File: src/cache_macros.svh
`ifndef CACHE_MACROS_SVH
`define CACHE_MACROS_SVH

// byte address into the 64 KB space
`define ADDR_WIDTH 16

// 64-byte lines of 16 words
`define LINE_OFFSET_WIDTH 6
`define WORDS_PER_LINE 16

// eight direct-mapped lines
`define INDEX_WIDTH 3

`define TAG_WIDTH (`ADDR_WIDTH - `INDEX_WIDTH - `LINE_OFFSET_WIDTH)

`define WORD_WIDTH 32
`define STRB_WIDTH (`WORD_WIDTH / 8)

// backing store is word addressed
`define MEM_ADDR_WIDTH (`ADDR_WIDTH - 2)

// request to data, in cycles
`define MEM_READ_LATENCY 2

`endif

File: src/cachePkg.sv
`default_nettype none

`include "cache_macros.svh"

package cachePkg;

  // fields of a byte address, msb to lsb
  typedef logic [`TAG_WIDTH-1:0] tagT;
  typedef logic [`INDEX_WIDTH-1:0] indexT;
  typedef logic [`LINE_OFFSET_WIDTH-1:0] offsetT;

  // controller FSM
  typedef enum logic [2:0] {
    Idle,
    Lookup,
    WriteBack,
    Refill,
    ReadResp,
    WriteResp
  } ctrlStateT;

endpackage

`default_nettype wire

File: src/cacheController.sv
`timescale 1ns/1ps
`default_nettype none

`include "cache_macros.svh"

module cacheController (
  input  logic                        clk,
  input  logic                        rst_n,

  // AXI4-Lite slave
  input  logic [`ADDR_WIDTH-1:0]      awaddr,
  input  logic                        awvalid,
  output logic                        awready,
  input  logic [`WORD_WIDTH-1:0]      wdata,
  input  logic [`STRB_WIDTH-1:0]      wstrb,
  input  logic                        wvalid,
  output logic                        wready,
  output logic [1:0]                  bresp,
  output logic                        bvalid,
  input  logic                        bready,
  input  logic [`ADDR_WIDTH-1:0]      araddr,
  input  logic                        arvalid,
  output logic                        arready,
  output logic [`WORD_WIDTH-1:0]      rdata,
  output logic [1:0]                  rresp,
  output logic                        rvalid,
  input  logic                        rready,

  // cache array
  output logic [`ADDR_WIDTH-1:0]      rdAddr,
  input  logic [`WORD_WIDTH-1:0]      rdData,
  input  logic                        rdValid,
  input  logic                        rdDirty,
  input  logic                        rdHit,
  input  cachePkg::tagT               rdTag,
  output logic [`ADDR_WIDTH-1:0]      rd2Addr,
  input  logic [`WORD_WIDTH-1:0]      rd2Data,
  input  logic                        rd2Valid,
  input  logic                        rd2Dirty,
  input  logic                        rd2Hit,
  input  cachePkg::tagT               rd2Tag,
  output logic                        write,
  output cachePkg::indexT             wrIndex,
  output cachePkg::offsetT            wrOff,
  output cachePkg::tagT               wrTag,
  output logic                        wrValid,
  output logic                        wrDirty,
  output logic [`WORD_WIDTH-1:0]      wrData,

  // backing memory
  output logic                        memRead,
  output logic                        memWrite,
  output logic [`MEM_ADDR_WIDTH-1:0]  memAddr,
  output logic [`WORD_WIDTH-1:0]      memWData,
  input  logic [`WORD_WIDTH-1:0]      memRData,
  input  logic                        memRValid
);
  import cachePkg::*;

  localparam int WordBits = $clog2(`WORDS_PER_LINE);
  localparam logic [1:0] RespOkay = 2'b00;

  ctrlStateT state;
  logic isWrite;
  logic acceptRdy;
  logic readPending;
  logic [WordBits-1:0] wordCnt;
  logic lastWord;
  logic rdAccept, wrAccept, lookupHit;

  logic [`ADDR_WIDTH-1:0] reqAddr;
  logic [`WORD_WIDTH-1:0] reqData;
  logic [`STRB_WIDTH-1:0] reqStrb;
  logic [`WORD_WIDTH-1:0] mergedWord;
  tagT    reqTag, victimTag;
  indexT  reqIndex;
  offsetT reqOff;

  assign reqTag   = reqAddr[`ADDR_WIDTH-1 -: `TAG_WIDTH];
  assign reqIndex = reqAddr[`LINE_OFFSET_WIDTH +: `INDEX_WIDTH];
  assign reqOff   = reqAddr[`LINE_OFFSET_WIDTH-1:0];
  assign lastWord = (wordCnt == WordBits'(`WORDS_PER_LINE - 1));

  // reads take priority over writes
  assign rdAccept = (state == Idle) && acceptRdy && arvalid;
  assign wrAccept = (state == Idle) && acceptRdy && !arvalid && awvalid && wvalid;
  assign arready  = acceptRdy;
  assign awready  = wrAccept;
  assign wready   = wrAccept;
  assign rresp    = RespOkay;
  assign bresp    = RespOkay;

  assign lookupHit = isWrite ? rd2Hit : rdHit;

  // port 2 scans the victim during write-back
  assign rdAddr  = reqAddr;
  assign rd2Addr = (state == WriteBack) ? {victimTag, reqIndex, wordCnt, 2'b00} : reqAddr;

  assign memRead  = (state == Refill) && !readPending;
  assign memWrite = (state == WriteBack);
  assign memAddr  = (state == WriteBack) ? {victimTag, reqIndex, wordCnt}
                                         : {reqTag, reqIndex, wordCnt};
  assign memWData = rd2Data;

  always_comb begin
    for (int b = 0; b < `STRB_WIDTH; b++) begin
      mergedWord[8*b +: 8] = reqStrb[b] ? reqData[8*b +: 8] : rd2Data[8*b +: 8];
    end
  end

  always_comb begin
    write   = 1'b0;
    wrIndex = reqIndex;
    wrOff   = reqOff;
    wrTag   = reqTag;
    wrValid = 1'b1;
    wrDirty = 1'b1;
    wrData  = mergedWord;
    if (state == Lookup && isWrite && rd2Hit) begin
      write = 1'b1;
    end else if (state == Refill && memRValid) begin
      // line stays invalid until its last word lands
      write   = 1'b1;
      wrOff   = {wordCnt, 2'b00};
      wrValid = lastWord;
      wrDirty = 1'b0;
      wrData  = memRData;
    end
  end

  always_ff @(posedge clk or negedge rst_n) begin
    if (!rst_n) begin
      state       <= Idle;
      isWrite     <= 1'b0;
      acceptRdy   <= 1'b0;
      readPending <= 1'b0;
      wordCnt     <= '0;
      rvalid      <= 1'b0;
      bvalid      <= 1'b0;
    end else begin
      case (state)
        Idle: begin
          acceptRdy <= !(rdAccept || wrAccept);
          if (rdAccept || wrAccept) begin
            isWrite <= wrAccept;
            state   <= Lookup;
          end
        end
        Lookup: begin
          wordCnt <= '0;
          if (lookupHit && isWrite) begin
            bvalid <= 1'b1;
            state  <= WriteResp;
          end else if (lookupHit) begin
            rvalid <= 1'b1;
            state  <= ReadResp;
          end else if (rd2Valid && rd2Dirty) begin
            state <= WriteBack;
          end else begin
            state <= Refill;
          end
        end
        WriteBack: begin
          wordCnt <= wordCnt + 1'b1;
          if (lastWord) begin
            state <= Refill;
          end
        end
        Refill: begin
          if (memRead) begin
            readPending <= 1'b1;
          end
          if (memRValid) begin
            readPending <= 1'b0;
            wordCnt     <= wordCnt + 1'b1;
            if (lastWord) begin
              state <= Lookup;
            end
          end
        end
        ReadResp: begin
          if (rready) begin
            rvalid    <= 1'b0;
            acceptRdy <= 1'b1;
            state     <= Idle;
          end
        end
        WriteResp: begin
          if (bready) begin
            bvalid    <= 1'b0;
            acceptRdy <= 1'b1;
            state     <= Idle;
          end
        end
        default: state <= Idle;
      endcase
    end
  end

  always_ff @(posedge clk) begin
    if (rdAccept) begin
      reqAddr <= araddr;
    end else if (wrAccept) begin
      reqAddr <= awaddr;
      reqData <= wdata;
      reqStrb <= wstrb;
    end
    if (state == Lookup && !isWrite && rdHit) begin
      rdata <= rdData;
    end
    if (state == Lookup && !lookupHit) begin
      victimTag <= rd2Tag;
    end
  end

  rdataHeld: assert property (
    @(posedge clk) disable iff (!rst_n)
    rvalid && !rready |=> rvalid && $stable(rdata) && (state == ReadResp)
  );

  singleMemRead: assert property (
    @(posedge clk) disable iff (!rst_n)
    memRead |=> !memRead [*`MEM_READ_LATENCY]
  );

endmodule

`default_nettype wire

File: config.mk
export PLATFORM = sky130hd
export DESIGN_NAME = cacheController
export DESIGN_NICKNAME = d
export VERILOG_FILES = /design/src/cachePkg.sv /design/src/cacheController.sv
export VERILOG_INCLUDE_DIRS = /design/src
export SDC_FILE = /design/constraint.sdc
export NUM_CORES = 1
export LEC_CHECK = 0
export ABC_AREA = 1
export BUFFER_PORTS_ARGS = -buffer_cell sky130_fd_sc_hd__buf_2
export CORE_AREA = 10 10 132 134
export CTS_CLUSTER_DIAMETER = 200
export CTS_CLUSTER_SIZE = 12
export DETAILED_ROUTE_END_ITERATION = 16
export DIE_AREA = 0 0 142 144
export MAX_ROUTING_LAYER = met4
export PLACE_DENSITY_LB_ADDON = 0.3
export RECOVER_POWER = 50
export SETUP_SLACK_MARGIN = 0.2
export SLEW_MARGIN = 30
export SYNTH_ARGS = -nofsm -noshare
export SYNTH_HDL_FRONTEND = slang
export SYNTH_SLANG_ARGS = --single-unit
File: constraint.sdc
create_clock -name clk -period 3.3 [get_ports clk]
set_input_delay 0.33 -clock clk [delete_from_list [all_inputs] [get_ports clk]]
set_output_delay 0.33 -clock clk [all_outputs]
set_load 0.03 [all_outputs]
==> impl_metrics.csv, run 1 <==
group,metric,value,unit
logic_synthesis,synth_area,5192,µm²
global_route,grt-ovfl-total,0,
die,core_area,14860,µm²
timing,fin_ws,968.7,ps
route,first_pass_iters,7,
clock_tree,cts_root_buf,"clkbuf_16",
critical_path,ff2ff_path_depth,5,
global_route,antenna_found_initial,0,
timing,finalSetupViolations,0,
die,die_h,144,µm
finish,area_growth,32.00,%
min_path,hold_class,"input pin to flop",
global_route,track_usage,15.19,%
timing,relSlewSlack,51.36,%
logic_synthesis,ys.flop_type,"edfxtp_1",
job,maxCapViolCount,0,
finish,final_util,46.11,%
critical_path,cp_common_cell,"nand2_1",
critical_path,critPathLaunch,"state[2]",
global_route,grt_max_degree,66,
global_route,grt_pass1_wl,23.76,mm
critical_path,criticalPathCategory,"flop to primary output",
timing,finalCritPeriodShare,70.65,%
logic_synthesis,synthTopCellsByArea,"edfxtp_1, nand2_1, buf_4",
clock_tree,cts_buffer_depth,2,
critical_path,slowest_delay,460,ps
clock_tree,path_clk_slew,70,ps
logic_synthesis,synth_warnings,0,
critical_path,reg2reg_from,"state[2]",
critical_path,end_kind,"primary output",
clock_tree,h-tree-depth,3,
die,rows,45,
timing,tightestPinTransition,729.7,ps
route,ant_nets,0,
clock_tree,cts.sinks,103,
logic_synthesis,yosysTopAreaCell,"edfxtp_1",
finish,final_area,6854,µm²
clock_tree,cts_buffers,9,
finish,final_nets,1018,
die,pin_count,364,
die,die_x,142,µm
route,wl_per_cell,16.03,µm
clock_tree,cts_tree,"built",
clock_tree,cts_resized,0,
die,dieArea,20450,µm²
timing,finalMaxSlewViolations,0,
critical_path,slowest_stage,"dfrtp_1",
logic_synthesis,synth-edff-count,91,
pwr,leakage,3.271,nW
logic_synthesis,synth_top_area_share,52.63,%
placement,hpwl,13.56,mm
critical_path,critPathMaxFanout,19,
logic_synthesis,ys_seq_area_share,58.41,%
placement,pre_cts_ws,1292,ps
route,via_per_inst,4.294,
timing,rsz0062_at_grt,"false",
timing,hold_viol,0,
clock_tree,insertion_delay,350,ps
critical_path,endpoint,"rd2Addr[10]",
timing,layout_min_cycle_time,2331,ps
finish,drive_above_1_share,36.27,%
die,start_util,34.93,%
logic_synthesis,synth_seq_cells,103,
route,dr_total_vias,4376,
critical_path,path_cells,"nor2_2, nand2_2, clkinv_1, nand2_1, nand2_1, buf_2",
critical_path,rr_endpoint,"rdAddr[11]",
timing,setup_tns,0,ps
placement,gp_congestion,0.8327,
logic_synthesis,synth_area_per_cell,9.760,µm²
timing,finClkSkew,7.890,ps
critical_path,worst_ep_required_time,2970,ps
timing,max_freq,0.4289,GHz
global_route,grt_pass1_vias,4361,
pwr,peakVddDrop,0.0003098,V
route,drc_errors,0,
status,status,"complete, no violations",
logic_synthesis,ys_types,29,
logic_synthesis,synthCells,532,
critical_path,r2r_setup_slack,1380,ps
route,drt_iter0_drc,178,
placement,io_buffers,350,
critical_path,arrival,2000,ps
pwr,power_density,739.5,nW/µm²
critical_path,start_kind,"flop",
logic_synthesis,async_reset_ff_share,11.65,%
route,wl,16.33,mm
placement,placed_area,6655,µm²
placed cells by master, fill, tap and decap left out, types with 4 or more instances in the layout:
cell type,instances
buf_2,253
nand2_1,175
clkbuf_1,97
edfxtp_1,91
inv_1,60
o21ai_0,51
o21ai_2,21
nand3_1,12
dfrtp_1,12
nor2_1,9
clkbuf_16,9
o21ai_1,7
conb_1,4
report_power, final:
part | total (W) | switching, W | internal, W
Combinational | 0.00242 | 0.00179 | 0.000627
Clock | 0.00103 | 0.000504 | 0.000529
Sequential | 0.00162 | 0.0000853 | 0.00153
synthesized netlist by cell type (2+ instances only):
cell type,count
nor2_1,8
inv_1,60
a21oi_1,3
nand2_1,175
dfrtp_1,12
edfxtp_1,91
nor2_2,3
buf_4,60
o21ai_0,51
o21ai_1,7
buf_6,8
o21ai_2,21
nand3_1,12
clkbuf_1,4
buf_2,2
nor2_4,2
layer usage:
| layer | up-vias | share of wire, % | global-route usage (%) | routed length [µm] |
|---|---|---|---|---|
| li1 | 2251 | - | - | - |
| met1 | 1897 | 39 | 16.62 | 6417 |
| met2 | 208 | 49 | 24.41 | 7942 |
| met3 | 20 | 10 | 5.904 | 1634 |
| met4 | 0 | 2.1 | 6.240 | 339 |
| met5 | - | 0 | - | 0 |
worst min-delay path by stage:
stage / start / endpoint / slack [ps] / cells after the start
finish: rdData[22] / rdata[22] / 150 / 1
global route: rd2Tag[1] / victimTag[1] / 130 / 1
CTS: rdData[24] / rdata[24] / 130 / 1
detailed placement: rst_n / isWrite / 230 / 1
global placement: rst_n / isWrite / 240 / 1
floorplan: rst_n / arready / 30 / 0
metrics by stage:
stage	std cells	hold slack (ps)	total power, W
5_1_grt	1018	134.7	0.005371
6_report	1019	153.9	0.005069
3_3_place_gp	1000	235.5	0.004099
3_5_place_dp	1000	230.3	0.004120
2_1_floorplan	535	34.41	0.003515
4_1_cts	1017	134.7	0.005170
state kept, by name, summed over array words and instances (netlist names):
name and count:
reqStrb 4, readPending 1, rvalid 1, bvalid 1, reqData 32, victimTag 7, rdata 32, rdAddr 16
arready 1, isWrite 1, state 3, wordCnt 4
area by class of cell:
class,instances,area [µm²]
Fill cell,1517,8010
Clock buffer,9,225.2
Inverter,63,239.0
Multi-Input combinational cell,294,1359
Sequential cell,103,3033
Antenna cell,1,2.502
Timing Repair Buffer,354,1695
Tap cell,188,235.2
Clock inverter,7,65.06
kinds of logic after synthesis:
kind of cell / after synthesis / synth area share [%]
simple gates: 205 / 15.90
buf+inv: 138 / 15.59
flops: 103 / 58.41
compound gates: 82 / 9.422
fa+ha+maj: 1 / 0.2409
other cells: 1 / 0.07222
xor+xnor: 1 / 0.1687
mux: 1 / 0.1928
worst max-delay path: cells and delay by family (launching register included):
kind	cells	cell delay, ps
flip-flops	1	460
buffers and inverters	2	450
AND/OR/NAND/NOR	4	730
what timing repair did:
item,in CTS,in global routing
hold endpoints to repair,12,0
buffers inserted,0,0
hold buffers,1,0
(Power assumes the default switching activity.)
==> inputs of run 2 (changes only) <==
Settings changed: ABC_AREA 1 to 0, CORE_AREA 10 10 132 134 to 10 10 133 135, DIE_AREA 0 0 142 144 to 0 0 143 145.
Clock period 3.3 ns to 1.95 ns, I/O delays scaled along.
==> run 2 against run 1 <==
  * The flow now finishes with violations (setup timing)
  * Flip-flop and latch count unchanged
  * Cell count is 3.9% lower
  * Largest cell class is now non-clock buffers
  * Largest power group unchanged
  * Die area grew 1.4%
  * Hold slack worse by 140 ps
  * Highest routed layer unchanged
==> impl_metrics.csv, run 2 <==
group,metric,value,unit
status,status,"finished, violations left",
status,violations,"setup timing",
route,ant_nets,0,
timing,hold_viol,0,
die,pin_count,364,
job,maxCapViolCount,0,
die,rows,45,
logic_synthesis,synthTopCellsByArea,"edfxtp_1, buf_4, mux2_2",
route,first_pass_iters,5,
clock_tree,cts_buffers,9,
critical_path,end_kind,"primary output",
route,dr_total_vias,4651,
die,start_util,33.98,%
timing,relSlewSlack,52.08,%
logic_synthesis,async_reset_ff_share,11.65,%
logic_synthesis,ys_types,41,
timing,layout_min_cycle_time,1968,ps
clock_tree,cts.sinks,103,
pwr,power_frac_clock,18.4,%
critical_path,endpoint,"memAddr[11]",
timing,finalCritPeriodShare,100.9,%
placement,pre_cts_ws,78.70,ps
pwr,share_seq_of_total_power,26.3,%
route,wl_per_cell,21.28,µm
global_route,grt_use_met1,18.61,%
clock_tree,insertion_delay,360,ps
clock_tree,h-tree-depth,3,
critical_path,start_kind,"flop",
timing,max_freq,0.5081,GHz
die,dieArea,20740,µm²
critical_path,r2r_setup_slack,30,ps
finish,final_common_cell,"buf_2",
logic_synthesis,synth_commonest_cells,"edfxtp_1, buf_4, a21oi_1",
pwr,swShare,40.59,%
global_route,grt_busiest_layer,"met2",
clock_tree,path_clk_slew,80,ps
timing,rsz0062_at_grt,"true",
global_route,use_met3,7.203,%
min_path,hold_class,"input pin to flop",
die,die_x,143,µm
route,via_per_inst,4.751,
logic_synthesis,ys_seq_area_share,59.37,%
pwr,combPwrFrac,55.2,%
clock_tree,cts_buffer_depth,2,
logic_synthesis,synth.most_common_cell,"edfxtp_1",
timing,tightestPinTransition,718.7,ps
pwr,power_density,1165,nW/µm²
placement,placed_area,6974,µm²
die,die_h,145,µm
finish,final_nets,978,
critical_path,worst_ep_required_time,1750,ps
finish,final_cell_mix,"buf_2, edfxtp_1, buf_6, clkbuf_1, dlygate4sd3_1",
global_route,antenna_found_initial,0,
finish,area_growth,72.69,%
placement,hpwl,15.35,mm
route,wl,20.83,mm
min_path,min_path_cells,1,
pwr,leakage,3.826,nW
logic_synthesis,yosysTopAreaCell,"edfxtp_1",
global_route,grt_pass1_vias,5136,
clock_tree,cts_tree,"built",
critical_path,arrival,1770,ps
critical_path,critPathMaxFanout,8,
pwr,internal_power,0.006108,W
critical_path,ff2ff_path_depth,4,
logic_synthesis,synth_warnings,0,
route,drt_iter0_drc,155,
timing,finClkSkew,10.21,ps
global_route,grt_max_degree,37,
global_route,grt_pass1_wl,30.19,mm
pwr,switching_power,0.004173,W
timing,finalMaxSlewViolations,0,
finish,drive_above_1_share,58.48,%
placement,gp_congestion,0.8754,
timing,finalSetupViolations,9,
pwr,peakVddDrop,0.0006316,V
logic_synthesis,synth_area,5109,µm²
global_route,grt_util_met2,35.49,%
placement,io_buffers,350,
route,drc_errors,0,
logic_synthesis,synth_top_area_share,53.49,%
logic_synthesis,synthCells,405,
finish,final_area,8822,µm²
logic_synthesis,synth_area_per_cell,12.61,µm²
clock_tree,cts_root_buf,"clkbuf_16",
global_route,grt-ovfl-total,0,
die,core_area,15030,µm²
logic_synthesis,synth-edff-count,91,
critical_path,critPathLaunch,"state[2]",
timing,fin_ws,-18.04,ps
critical_path,reg2reg_from,"state[2]",
critical_path,rr_endpoint,"reqData[16]",
global_route,track_usage,19.43,%
timing,setup_tns,-85.54,ps
finish,final_util,58.68,%
logic_synthesis,synth_seq_cells,103,
critical_path,criticalPathCategory,"flop to primary output",
logic_synthesis,ys.flop_type,"edfxtp_1",
==> run 2: per-layer routing <==
metal	part of all wire, %	vias up
li1	-	2177
met1	35	2181
met2	53	262
met3	9.7	31
met4	1.7	0
met5	0	-
==> run 2: through the flow <==
stage	total power [W]	std cells	hold slack, ps
after global routing	0.01071	978	0.8628
after floorplan	0.005628	408	-100.6
after global placement	0.006737	886	96.50
after CTS	0.01011	965	0.1621
final	0.01028	979	13.94
after detailed placement	0.006807	886	105.2
==> run 2: kinds of logic (layout without fill, tap and decap cells) <==
kind of cell,count (synthesis),after routing,synth area share (%)
AO/OA/AOI/OAI,64,64,7.323
AND/OR/NAND/NOR,87,89,8.401
adder cells (fa/ha/maj),1,1,0.2449
other,1,5,0.07340
buffers and inverters,85,465,11.29
flip-flops,103,103,59.37
multiplexers,64,64,13.30
==> run 2: how the worst min path moves through the flow <==
stage / start / endpoint / slack (ps)
2_1_floorplan: rst_n / arready / -100
3_3_place_gp: rst_n / bvalid / 100
3_5_place_dp: rst_n / rvalid / 110
4_1_cts: wdata[19] / reqData[19] / 0.2
5_1_grt: rd2Tag[6] / victimTag[6] / 0.9
6_report: rdData[3] / rdata[3] / 10
==> run 2: power by group through the flow <==
stage | combinational [W] | clock [W] | sequential (W)
6_report | 0.00568 | 0.00190 | 0.00271
5_1_grt | 0.00596 | 0.00202 | 0.00273
4_1_cts | 0.00546 | 0.00194 | 0.00271
3_5_place_dp | 0.00404 | 0 | 0.00276
3_3_place_gp | 0.00399 | 0 | 0.00275
2_1_floorplan | 0.00272 | 0 | 0.00291
==> run 2: worst max-delay path, stage by stage (launching register included) <==
cell	delay (ps)
dfrtp_2	450
nand2b_4	160
nor2_4	140
buf_8	170
mux2_4	340
buf_6	150
==> run 2: area by class of cell <==
cell class                      instances  area (µm²)
Multi-Input combinational cell        222        2088
Clock inverter                          7       93.84
Fill cell                            1228        6211
Inverter                                4       21.27
Timing Repair Buffer                  445        3119
Antenna cell                            1       2.502
Sequential cell                       103        3037
Tap cell                              188       235.2
Clock buffer                            9       225.2
==> run 2: what timing repair did <==
item,CTS,global route
cloned,3,2
setup buffers,19,5
pin swaps,8,5
hold endpoints to repair,52,6
hold buffers,41,6
resized for setup,199,20
endpoints found under the setup margin,116,134
==> inputs of run 3 (changes only) <==
Settings changed: HOLD_SLACK_MARGIN from default to 0.06.
==> run 3 against run 2 <==
  * The flow still finishes with violations (setup timing)
  * Count of clock-buffer cells in the layout did not move
  * Setup slack improved by 0.56 ps
  * Global-route usage rose by 0.61 points
  * Die area did not move
  * Power rose by 0.48%
  * Non-clock buffer count rose by 29
  * Cell count rose by 3.0%
  * Maximum frequency barely moved
  * Critical path depth did not move
  * Register-to-register slack barely moved
  * First-iteration DRC count rose by 30%
  * Clock power barely moved
  * Largest cell class unchanged
  * Largest power group unchanged
==> impl_metrics.csv, run 3 (synthesis gave the netlist of run 2 again) <==
group,metric,value,unit
status,status,"finished, violations left",
status,violations,"setup timing",
route,dr_total_vias,4794,
timing,rsz0062_at_grt,"true",
global_route,grt_pass1_wl,31.15,mm
finish,final_util,60.67,%
placement,io_buffers,350,
critical_path,slowest_delay,450,ps
route,first_pass_iters,4,
timing,max_freq,0.5083,GHz
placement,hpwl,15.35,mm
timing,fin_ws,-17.48,ps
route,via_per_inst,4.756,
clock_tree,cts_tree,"built",
pwr,power,0.01033,W
finish,final_common_cell,"buf_2",
timing,hold_viol,0,
pwr,power_frac_clock,18.2,%
pwr,switching_power,0.004184,W
pwr,peakVddDrop,0.0006257,V
timing,relSlewSlack,51.94,%
timing,finalMaxSlewViolations,0,
clock_tree,h-tree-depth,3,
finish,area_growth,78.55,%
global_route,grt_pass1_vias,5357,
finish,fin_cells,1008,
finish,final_nets,1007,
critical_path,crit_family,"flip-flops",
die,die_x,143,µm
die,dieArea,20740,µm²
pwr,combPwrFrac,55.5,%
min_path,hold_class,"input pin to flop",
placement,dp_cells,886,
critical_path,criticalPathCategory,"flop to primary output",
pwr,power_density,1133,nW/µm²
critical_path,reg2reg_from,"state[2]",
pwr,internal_power,0.006147,W
critical_path,critPathLaunch,"state[2]",
finish,final_area,9121,µm²
critical_path,arrival,1770,ps
clock_tree,cts_buffer_depth,2,
route,ant_nets,0,
clock_tree,cts_root_buf,"clkbuf_16",
pwr,leakage,3.943,nW
pwr,share_seq_of_total_power,26.2,%
critical_path,slowest_stage,"dfrtp_2",
route,drc_errors,0,
timing,tightestPinTransition,720.9,ps
finish,final_cell_mix,"buf_2, edfxtp_1, dlygate4sd3_1, buf_6, clkbuf_1",
placement,placed_area,6974,µm²
global_route,antenna_found_initial,1,
critical_path,path_cells,"nand2b_4, nor2_4, buf_8, mux2_4, buf_6",
die,rows,45,
critical_path,critPathBufInv,2,
placement,gp_congestion,0.8754,
global_route,track_usage,20.04,%
timing,finalCritPeriodShare,100.9,%
timing,layout_min_cycle_time,1967,ps
die,pin_count,364,
route,wl_per_cell,21.19,µm
critical_path,end_kind,"primary output",
pwr,swShare,40.50,%
clock_tree,path_clk_slew,80,ps
job,maxCapViolCount,0,
die,die_h,145,µm
critical_path,start_kind,"flop",
die,start_util,33.98,%
global_route,grt-ovfl-total,0,
timing,finalSetupViolations,11,
die,core_area,15030,µm²
clock_tree,cts.sinks,103,
critical_path,critPathMaxFanout,8,
route,wl,21.36,mm
route,drt_iter0_drc,202,
clock_tree,insertion_delay,360,ps
global_route,grt_max_degree,37,
placement,pre_cts_ws,78.70,ps
critical_path,worst_ep_required_time,1750,ps
min_path,worst_hold_startpoint,"awaddr[6]",
clock_tree,cts_buffers,9,
finish,drive_above_1_share,56.41,%
timing,finClkSkew,10.28,ps
run 3: cell types whose count changed in the layout (fill, tap and decap cells not counted):
cell and change:
nor2_2 +1, nor2_1 -1, clkbuf_2 +1, a21oi_4 +1, clkbuf_1 +2, clkbuf_4 -1, buf_2 -2, dlygate4sd3_1 +29
a21oi_1 -1
run 3: layout make-up:
class,count,area (µm²)
Antenna cell,1,2.502
Sequential cell,103,3037
Inverter,4,21.27
Clock buffer,9,225.2
Timing Repair Buffer,474,3405
Multi-Input combinational cell,222,2102
Tap cell,188,235.2
Fill cell,1190,5912
Clock inverter,7,93.84
run 3: worst paths after layout:
kind | endpoint | slack (ps) | cells past startpoint
max | rd2Addr[11] | -20 | 5
min in group asynchronous | bvalid | 400 | 2
min | rdAddr[6] | 130 | 2
max reg2reg | reqData[22] | 30 | 4
min reg2reg | readPending | 540 | 2
max in group asynchronous | wordCnt[1] | 1040 | 2
run 3: stage by stage:
stage,setup TNS (ps),hold slack (ps)
final,-82.73,128.2
after global routing,-2792,118.8
after CTS,-194.8,117.0
after detailed placement,0,105.2
after global placement,0,96.50
after floorplan,-17750,-100.6
run 3: per-layer routing:
layer  up-vias  global-route usage (%)  share of wire, %  wire length (µm)
li1       2228                       -                 -                 -
met1      2268                   19.30                35              7431
met2       261                   36.14                53             11380
met3        37                   6.812               9.8              2104
met4         0                   7.018               2.1               448
met5         -                       -                 0                 0
run 3: worst reg2reg max path: stages (launching register included):
cell and delay (ps):
dfrtp_2 450, or4_4 540, buf_4 160, nor3_4 200
buf_12 230
run 3: timing repair:
action | CTS | global route
endpoints found under the setup margin | 116 | 134
gates cloned | 3 | 2
hold buffers | 76 | 0
resized for setup | 199 | 22
pin swaps | 8 | 5
hold endpoints to repair | 87 | 0
setup buffers | 19 | 5
run 3: power groups by stage:
stage | Clock, W | Combinational [W] | Sequential [W]
3_5_place_dp | 0 | 0.00404 | 0.00276
3_3_place_gp | 0 | 0.00399 | 0.00275
4_1_cts | 0.00194 | 0.00552 | 0.00271
5_1_grt | 0.00202 | 0.00603 | 0.00273
2_1_floorplan | 0 | 0.00272 | 0.00291
6_report | 0.00188 | 0.00574 | 0.00271
